==> src/logic/mist_bus_pkg.sv <==
// Shared definitions of the bus fabric
// Bus widths, access order encoding
// Arbiter, owner and IO bridge state enums
`default_nettype none

package mist_bus_pkg;

	// Address and word widths
	localparam int ADDR_W = 32;
	localparam int DATA_W = 32;
	// Memory return carries two words
	localparam int LINE_W = 64;

	// Access size, same code as the core order field
	typedef enum logic [1:0] {
		ORDER_BYTE = 2'b00,
		ORDER_HALF = 2'b01,
		ORDER_WORD = 2'b10,
		ORDER_NONE = 2'b11
	} access_order_t;

	// Memory pipe arbiter FSM
	typedef enum logic [1:0] {
		ARB_IDLE,
		ARB_ISSUE,
		ARB_WAIT
	} arb_state_t;

	// Owner of the outstanding memory transaction
	typedef enum logic {
		REQ_INST,
		REQ_DATA
	} requester_t;

	// IO bridge FSM
	typedef enum logic [1:0] {
		IO_IDLE,
		IO_ISSUE,
		IO_WAIT_READ,
		IO_ACK
	} io_state_t;

endpackage

`default_nettype wire

==> src/logic/io_bridge.sv <==
// IO bridge from core IO accesses to the GCI bus
// Word alignment check with fault return
// Write acknowledge one cycle after GCI accept, read return from GCI
`timescale 1ns/100ps
`default_nettype none

module io_bridge (
	input wire iBUS_CLOCK,
	input wire inRESET,
	// Core IO request
	input wire io_req,
	output logic io_busy,
	input wire mist_bus_pkg::access_order_t io_order,
	input wire io_rw,
	input wire [mist_bus_pkg::ADDR_W-1:0] io_addr,
	input wire [mist_bus_pkg::DATA_W-1:0] io_wdata,
	// Core IO return
	output logic io_valid,
	output logic io_fault,
	output logic [mist_bus_pkg::DATA_W-1:0] io_rdata,
	// GCI request
	output logic gci_req,
	input wire gci_busy,
	output logic gci_rw,
	output logic [mist_bus_pkg::ADDR_W-1:0] gci_addr,
	output logic [mist_bus_pkg::DATA_W-1:0] gci_data,
	// GCI return
	input wire gci_ret_valid,
	output logic gci_ret_busy,
	input wire [mist_bus_pkg::DATA_W-1:0] gci_ret_data
);
	import mist_bus_pkg::*;

	io_state_t state_q;
	logic fault_q;
	// Registered access
	logic rw_q;
	logic [ADDR_W-1:0] addr_q;
	logic [DATA_W-1:0] wdata_q;
	logic [DATA_W-1:0] rdata_q;
	logic gci_accept;

	assign gci_accept = gci_req && !gci_busy;

	// Access FSM
	always_ff @(posedge iBUS_CLOCK or negedge inRESET) begin
		if (!inRESET) begin
			state_q <= IO_IDLE;
			fault_q <= 1'b0;
		end else begin
			case (state_q)
				IO_IDLE: begin
					if (io_req) begin
						// Only word accesses reach GCI
						fault_q <= (io_order != ORDER_WORD);
						if (io_order != ORDER_WORD) begin
							state_q <= IO_ACK;
						end else begin
							state_q <= IO_ISSUE;
						end
					end
				end
				IO_ISSUE: begin
					if (gci_accept) begin
						// Write acked right away, read waits for GCI
						state_q <= rw_q ? IO_ACK : IO_WAIT_READ;
					end
				end
				IO_WAIT_READ: begin
					if (gci_ret_valid) begin
						state_q <= IO_ACK;
					end
				end
				default: begin
					state_q <= IO_IDLE;
				end
			endcase
		end
	end

	// Access fields and read data
	always_ff @(posedge iBUS_CLOCK) begin
		if ((state_q == IO_IDLE) && io_req) begin
			rw_q <= io_rw;
			addr_q <= io_addr;
			wdata_q <= io_wdata;
		end
		if ((state_q == IO_WAIT_READ) && gci_ret_valid) begin
			rdata_q <= gci_ret_data;
		end
	end

	// Busy from accept through the ack cycle
	assign io_busy = (state_q != IO_IDLE);
	assign io_valid = (state_q == IO_ACK);
	assign io_fault = (state_q == IO_ACK) && fault_q;
	assign io_rdata = rdata_q;

	// GCI request side
	assign gci_req = (state_q == IO_ISSUE);
	assign gci_rw = rw_q;
	assign gci_addr = addr_q;
	assign gci_data = wdata_q;

	// No new return taken while the last one goes to the core
	assign gci_ret_busy = (state_q == IO_ACK);

endmodule

`default_nettype wire

==> src/logic/memory_pipe_arbiter.sv <==
// Memory pipe arbiter
// Merges instruction fetch and data requests onto one memory bus
// Data wins a tie, one transaction outstanding at a time
// Return line is steered back to the recorded owner
`timescale 1ns/100ps
`default_nettype none

module memory_pipe_arbiter (
	input wire iBUS_CLOCK,
	input wire inRESET,
	// Instruction request
	input wire inst_req,
	output logic inst_lock,
	input wire [mist_bus_pkg::ADDR_W-1:0] inst_addr,
	// Instruction return
	output logic inst_valid,
	input wire inst_busy,
	output logic [mist_bus_pkg::LINE_W-1:0] inst_data,
	// Data request
	input wire data_req,
	output logic data_lock,
	input wire mist_bus_pkg::access_order_t data_order,
	input wire data_rw,
	input wire [mist_bus_pkg::ADDR_W-1:0] data_addr,
	input wire [mist_bus_pkg::DATA_W-1:0] data_wdata,
	// Data return
	output logic data_valid,
	output logic [mist_bus_pkg::DATA_W-1:0] data_rdata,
	// Memory request
	output logic memory_req,
	input wire memory_lock,
	output mist_bus_pkg::access_order_t memory_order,
	output logic memory_rw,
	output logic [mist_bus_pkg::ADDR_W-1:0] memory_addr,
	output logic [mist_bus_pkg::DATA_W-1:0] memory_data,
	// Memory return
	input wire memory_valid,
	output logic memory_busy,
	input wire [mist_bus_pkg::LINE_W-1:0] memory_rdata
);
	import mist_bus_pkg::*;

	arb_state_t state_q;
	requester_t owner_q;
	// Registered fields of the granted request
	access_order_t order_q;
	logic rw_q;
	logic [ADDR_W-1:0] addr_q;
	logic [DATA_W-1:0] wdata_q;
	// Captured return line
	logic [LINE_W-1:0] line_q;
	logic inst_valid_q;
	logic data_valid_q;
	logic memory_accept;
	logic return_accept;

	// Memory takes the request
	assign memory_accept = memory_req && !memory_lock;
	// Return is only taken while the owner is not stalling
	assign return_accept = (state_q == ARB_WAIT) && memory_valid && !memory_busy;

	// Grant and transaction FSM
	always_ff @(posedge iBUS_CLOCK or negedge inRESET) begin
		if (!inRESET) begin
			state_q <= ARB_IDLE;
			owner_q <= REQ_INST;
		end else begin
			case (state_q)
				ARB_IDLE: begin
					// Data side first
					if (data_req) begin
						state_q <= ARB_ISSUE;
						owner_q <= REQ_DATA;
					end else if (inst_req) begin
						state_q <= ARB_ISSUE;
						owner_q <= REQ_INST;
					end
				end
				ARB_ISSUE: begin
					if (memory_accept) begin
						state_q <= ARB_WAIT;
					end
				end
				ARB_WAIT: begin
					// Writes are acknowledged by memory_valid as well
					if (return_accept) begin
						state_q <= ARB_IDLE;
					end
				end
				default: begin
					state_q <= ARB_IDLE;
				end
			endcase
		end
	end

	// Request fields and return line
	always_ff @(posedge iBUS_CLOCK) begin
		if (state_q == ARB_IDLE) begin
			if (data_req) begin
				order_q <= data_order;
				rw_q <= data_rw;
				addr_q <= data_addr;
				wdata_q <= data_wdata;
			end else if (inst_req) begin
				// Fetch is always a word read
				order_q <= ORDER_WORD;
				rw_q <= 1'b0;
				addr_q <= inst_addr;
				wdata_q <= '0;
			end
		end
		if (return_accept) begin
			line_q <= memory_rdata;
		end
	end

	// One-cycle return pulse to the owner
	always_ff @(posedge iBUS_CLOCK or negedge inRESET) begin
		if (!inRESET) begin
			inst_valid_q <= 1'b0;
			data_valid_q <= 1'b0;
		end else begin
			inst_valid_q <= return_accept && (owner_q == REQ_INST);
			data_valid_q <= return_accept && (owner_q == REQ_DATA);
		end
	end

	// Locks held while a transaction is open
	assign data_lock = (state_q != ARB_IDLE);
	// Fetch also blocked in the cycle data wins the grant
	assign inst_lock = (state_q != ARB_IDLE) || data_req;

	// Memory request side
	assign memory_req = (state_q == ARB_ISSUE);
	assign memory_order = order_q;
	assign memory_rw = rw_q;
	assign memory_addr = addr_q;
	assign memory_data = wdata_q;

	// Stall only from the fetch side
	assign memory_busy = (state_q == ARB_WAIT) && (owner_q == REQ_INST) && inst_busy;

	// Returns
	assign inst_valid = inst_valid_q;
	assign inst_data = line_q;
	assign data_valid = data_valid_q;
	// Data word sits in the low half of the line
	assign data_rdata = line_q[DATA_W-1:0];

endmodule

`default_nettype wire

==> src/logic/mist_bus_fabric.sv <==
// Bus fabric top level
// Memory pipe arbiter for fetch and data traffic
// IO bridge for core IO to the GCI bus
`timescale 1ns/100ps
`default_nettype none

module mist_bus_fabric (
	input wire iBUS_CLOCK,
	input wire inRESET,
	// Instruction side
	input wire inst_req,
	output logic inst_lock,
	input wire [mist_bus_pkg::ADDR_W-1:0] inst_addr,
	output logic inst_valid,
	input wire inst_busy,
	output logic [mist_bus_pkg::LINE_W-1:0] inst_data,
	// Data side
	input wire data_req,
	output logic data_lock,
	input wire mist_bus_pkg::access_order_t data_order,
	input wire data_rw,
	input wire [mist_bus_pkg::ADDR_W-1:0] data_addr,
	input wire [mist_bus_pkg::DATA_W-1:0] data_wdata,
	output logic data_valid,
	output logic [mist_bus_pkg::DATA_W-1:0] data_rdata,
	// External memory bus
	output logic memory_req,
	input wire memory_lock,
	output mist_bus_pkg::access_order_t memory_order,
	output logic memory_rw,
	output logic [mist_bus_pkg::ADDR_W-1:0] memory_addr,
	output logic [mist_bus_pkg::DATA_W-1:0] memory_data,
	input wire memory_valid,
	output logic memory_busy,
	input wire [mist_bus_pkg::LINE_W-1:0] memory_rdata,
	// Core IO side
	input wire io_req,
	output logic io_busy,
	input wire mist_bus_pkg::access_order_t io_order,
	input wire io_rw,
	input wire [mist_bus_pkg::ADDR_W-1:0] io_addr,
	input wire [mist_bus_pkg::DATA_W-1:0] io_wdata,
	output logic io_valid,
	output logic io_fault,
	output logic [mist_bus_pkg::DATA_W-1:0] io_rdata,
	// GCI bus
	output logic gci_req,
	input wire gci_busy,
	output logic gci_rw,
	output logic [mist_bus_pkg::ADDR_W-1:0] gci_addr,
	output logic [mist_bus_pkg::DATA_W-1:0] gci_data,
	input wire gci_ret_valid,
	output logic gci_ret_busy,
	input wire [mist_bus_pkg::DATA_W-1:0] gci_ret_data
);

	// Memory interface, ports share the top level names
	memory_pipe_arbiter memory_pipe_arbiter_inst (.*);

	// IO interface
	io_bridge io_bridge_inst (.*);

endmodule

`default_nettype wire

==> config.mk <==
export PLATFORM = sky130hd
export DESIGN_NAME = mist_bus_fabric
export DESIGN_NICKNAME = d
export VERILOG_FILES = /design/src/logic/mist_bus_pkg.sv /design/src/logic/io_bridge.sv /design/src/logic/memory_pipe_arbiter.sv /design/src/logic/mist_bus_fabric.sv
export SDC_FILE = /design/constraint.sdc
export NUM_CORES = 1
export LEC_CHECK = 0
export BUFFER_PORTS_ARGS = -buffer_cell sky130_fd_sc_hd__buf_4
export CAP_MARGIN = 15
export CORE_AREA = 5 5 206 208
export DETAILED_ROUTE_END_ITERATION = 6
export DIE_AREA = 0 0 211 213
export HOLD_SLACK_MARGIN = 0.12
export PLACE_DENSITY = 0.57
export SLEW_MARGIN = 20
export SYNTH_ARGS = -nofsm -noshare
export SYNTH_HDL_FRONTEND = slang
export SYNTH_SLANG_ARGS = --single-unit
export TNS_END_PERCENT = 10
==> constraint.sdc <==
create_clock -name iBUS_CLOCK -period 4.9 [get_ports iBUS_CLOCK]
set_clock_uncertainty 0.05 [all_clocks]
set_input_delay 0.735 -clock iBUS_CLOCK [delete_from_list [all_inputs] [get_ports iBUS_CLOCK]]
set_output_delay 0.735 -clock iBUS_CLOCK [all_outputs]
set_load 0.01 [all_outputs]
==> results summary <==
Clock tree synthesis selected as its root buffer the cell sky130_fd_sc_hd__clkbuf_16. The fraction of layout cells with a size suffix above 1 is 0.666. The deepest clock path buffer count is 3. The number of buffers inserted during clock tree synthesis came out at 28.

Across all hold checks on the routed design, the worst slack comes to between 0.3 and 0.4 ns. In this run the remaining antenna-violating nets after routing total 0. Setup violations remaining at the end of the flow were counted as 0. CTS built an H-tree with a depth of 1.

Yosys printed 0 warnings. Traced cell by cell, the critical path runs through ha_1, and2_1, buf_4. The latest clock arrival within the worst-skew pair came out at 0.55 ns. After legalization and detailed placement, the total HPWL measured about 21000 microns. After technology mapping, the gate count stands at between 300 and 400. The relative slew slack is 0.398. The number of antenna violations at the first check in global routing was 2.

The cell depth of the worst hold path is 1. The diode insertion count for antenna repair came out at 0. The number of buffer cells added on primary ports is around 540.

The wire length per cell after detailed routing is around 18 microns. The sequential-to-total area share from yosys stat came out at 0.857. The logic depth of the worst register-to-register path is 4. Timing would allow up to around 420 MHz. Setup repair after global routing left no endpoint under its margin.

The width of the die came out at ~210 microns. The count of clock tree sinks came out at 236. IR analysis of the VDD net gives a maximum drop of 0.000411 V. The number of global-route vias before repair is approximately 5700. The total wire length after detailed routing came out at 26700 microns. The terminus of the critical flop-to-flop path is io_bridge_inst.gci_addr[4].

The slowest stage of the critical path is the sky130_fd_sc_hd__dfrtp_1 cell. In this run the power density over the cells is between 400 and 500 mW/mm^2. The number of max-cap violations is 0. The max-slew violation count came out at 0. After routing, the total negative slack on setup checks comes to 0 ns. The most used flip-flop cell after synthesis is sky130_fd_sc_hd__edfxtp_1. In this design, the stage delay of the slowest critical-path cell is about 0.40 ns. The total global routing overflow is 0. The post-CTS repair timing setup buffer count is 0. The total core area is between 0.04 and 0.05 sq mm. The iteration-0 DRC count of the detailed router came out at about 200.

The via count normalized by instance count is approximately 3.7. The setup slack of the worst register-to-register path is about 2.7 ns. The number of hold violations in the final report came out at 0.

The worst setup path is captured at an output port. The worst hold path terminates at io_bridge_inst.gci_data[13]. The min-delay analysis places its worst path in the category in -> reg. The detailed-routing iteration count for the pre-antenna-repair pass came out at 4. The area of the die came out at between 0.04 and 0.05 sq mm. The area growth from synthesis to layout came out at 65.6%.

The share of the clock period used by the worst path is 0.490. The worst register-to-register path begins at io_bridge_inst.state_q[0]. The flow ran to the end, and the final reports show no timing, DRC or antenna violations. The library cells used most frequently in the layout, excluding fill and tap cells, are sky130_fd_sc_hd__buf_4 (546), sky130_fd_sc_hd__edfxtp_1 (228), sky130_fd_sc_hd__and2_1 (36). The wire length of the first global-routing pass is approximately 37000 microns. The standby leakage power is 5.65 nW. Leaving out fill and tap cells, the most frequent cell in the layout is sky130_fd_sc_hd__buf_4.

The worst path required time is just over 4 ns. roughly 540 I/O pins were placed. The number of remaining DRC errors is 0. The via count is about 5500. A synthesized cell averages ~21 sq um. The total number of placement rows came out at 74. The count of unique library cells instantiated by Yosys came out at 26.

The mapped netlist covers approximately 0.008 sq mm. The total global-route track usage is 0.108. For the pin with the worst max-slew slack, the measured transition is approximately 0.9 ns.

The post-CTS clock slew at the launch and capture registers of the worst setup and hold paths came out at about 0.06 ns. Of all nets on the critical path, the largest fanout is 6. TritonCTS built the clock tree. The fraction of registers with async set or reset after synthesis came out at 0.0339. The largest net degree at the start of global routing came out at 68. The core utilization of the finished layout came out at 0.337.

The register bit total from synthesis came out at 236. The weighted congestion reported at the end of routability-driven placement is approximately 0.8. The starting density of the core came out at 0.204. The time the final worst path needs with I/O delays and setup is around 2.4 ns.

In this run the most critical hold path is launched from io_wdata[13]. The die extent in y is approximately 210 microns. The data arrival time of the critical path came out at 1.62 ns.

The number of enable flip-flop cells after synthesis is 228. The critical path is of the reg -> out type. The net count reported at finish came out at between 1000 and 1500. The net count of the mapped netlist is 662. The worst setup path is launched from a flip-flop.
layout make-up:
cell class | count | area, sq um
inverter | 6 | 22.5
multi-input combinational | 103 | 851
tap | 532 | 666
clock buffer | 33 | 719
clock inverter | 17 | 208
timing repair buffer | 547 | 4110
sequential | 236 | 7050
fill | 3925 | 26700
Yosys cell counts, types with 2 or more instances:
| master | count | area share |
|---|---|---|
| sky130_fd_sc_hd__buf_6 | 5 | 0.0068 |
| sky130_fd_sc_hd__inv_1 | 6 | 0.0027 |
| sky130_fd_sc_hd__buf_4 | 33 | 0.030 |
| sky130_fd_sc_hd__and2_1 | 37 | 0.028 |
| sky130_fd_sc_hd__nand2b_1 | 3 | 0.0023 |
| sky130_fd_sc_hd__clkbuf_1 | 3 | 0.0014 |
| sky130_fd_sc_hd__nor3_1 | 2 | 0.0012 |
| sky130_fd_sc_hd__mux2_2 | 34 | 0.047 |
| sky130_fd_sc_hd__nor2b_1 | 2 | 0.0015 |
| sky130_fd_sc_hd__ha_1 | 4 | 0.0061 |
| sky130_fd_sc_hd__nor2_1 | 5 | 0.0023 |
| sky130_fd_sc_hd__dfrtp_1 | 8 | 0.024 |
| sky130_fd_sc_hd__nand2_1 | 3 | 0.0014 |
| sky130_fd_sc_hd__edfxtp_1 | 228 | 0.83 |
| sky130_fd_sc_hd__and2b_1 | 2 | 0.0018 |
power breakdown:
group	internal, mW	total, mW	switching, mW
Clock	1.26	2.08	0.817
Combinational	0.691	1.43	0.736
Sequential	2.72	2.86	0.139
per-stage QoR:
step / setup slack [ns] / instances / cell area (sq um) / power, mW
after floorplan: 0.438 / 386 / 8230 / 3.46
after CTS: 2.45 / 1474 / 13600 / 6.50
after global routing: 2.41 / 1474 / 13600 / 6.67
after detailed placement: 2.29 / 1423 / 12700 / 4.37
final: 2.50 / 1474 / 13600 / 6.36
after global placement: 2.27 / 1423 / 12700 / 4.35
state kept, by name, indices dropped and copies added, names as in the netlist, 2 cells and up:
register and count:
memory_pipe_arbiter_inst.memory_order 2, io_bridge_inst.gci_addr 32, io_bridge_inst.gci_data 32, memory_pipe_arbiter_inst.state_q 2, io_bridge_inst.state_q 2, memory_pipe_arbiter_inst.memory_addr 32, memory_pipe_arbiter_inst.memory_data 32, io_bridge_inst.io_rdata 32
memory_pipe_arbiter_inst.inst_data 64
worst max path at each step:
stage	depth (start not counted)	endpoint	startpoint
finish	3	io_fault	io_bridge_inst.state_q[0]
global route	3	io_fault	io_bridge_inst.state_q[1]
CTS	3	io_fault	io_bridge_inst.state_q[0]
global placement	4	memory_pipe_arbiter_inst.memory_data[27]	data_req
floorplan	4	memory_pipe_arbiter_inst.memory_addr[0]	data_req
detailed placement	4	memory_pipe_arbiter_inst.memory_addr[28]	data_req
cells by family (layout without fill, tap and decap cells):
family                     Yosys count  after routing  synth area share
muxes                               34             34            0.0465
DFF                                236            236             0.857
and+or+nand+nor                     59             59            0.0435
AOI/OAI and AO/OA                    6              6           0.00624
adders and majority gates            4              4           0.00608
buffers and inverters               47            603            0.0411
routing by layer:
| metal | wire [microns] | share of wire | track usage |
|---|---|---|---|
| met1 | 9540 | 0.36 | 0.124 |
| met5 | 23 | 0.00086 | 0 |
| met3 | 3380 | 0.13 | 0.0453 |
| met4 | 595 | 0.022 | 0.0338 |
| met2 | 13200 | 0.49 | 0.185 |
worst max-delay path: cells and delay by family (launching register included):
kind,cells,cell delay [ns]
fa+ha+maj,1,0.32
buf+inv,1,0.14
flops,1,0.40
simple gates,1,0.20
repair_timing:
item,in CTS,in global routing
resized for setup,0,0
hold endpoints to repair,8,0
hold buffers,1,0
No activity file was read; power rests on OpenSTA's default activity.
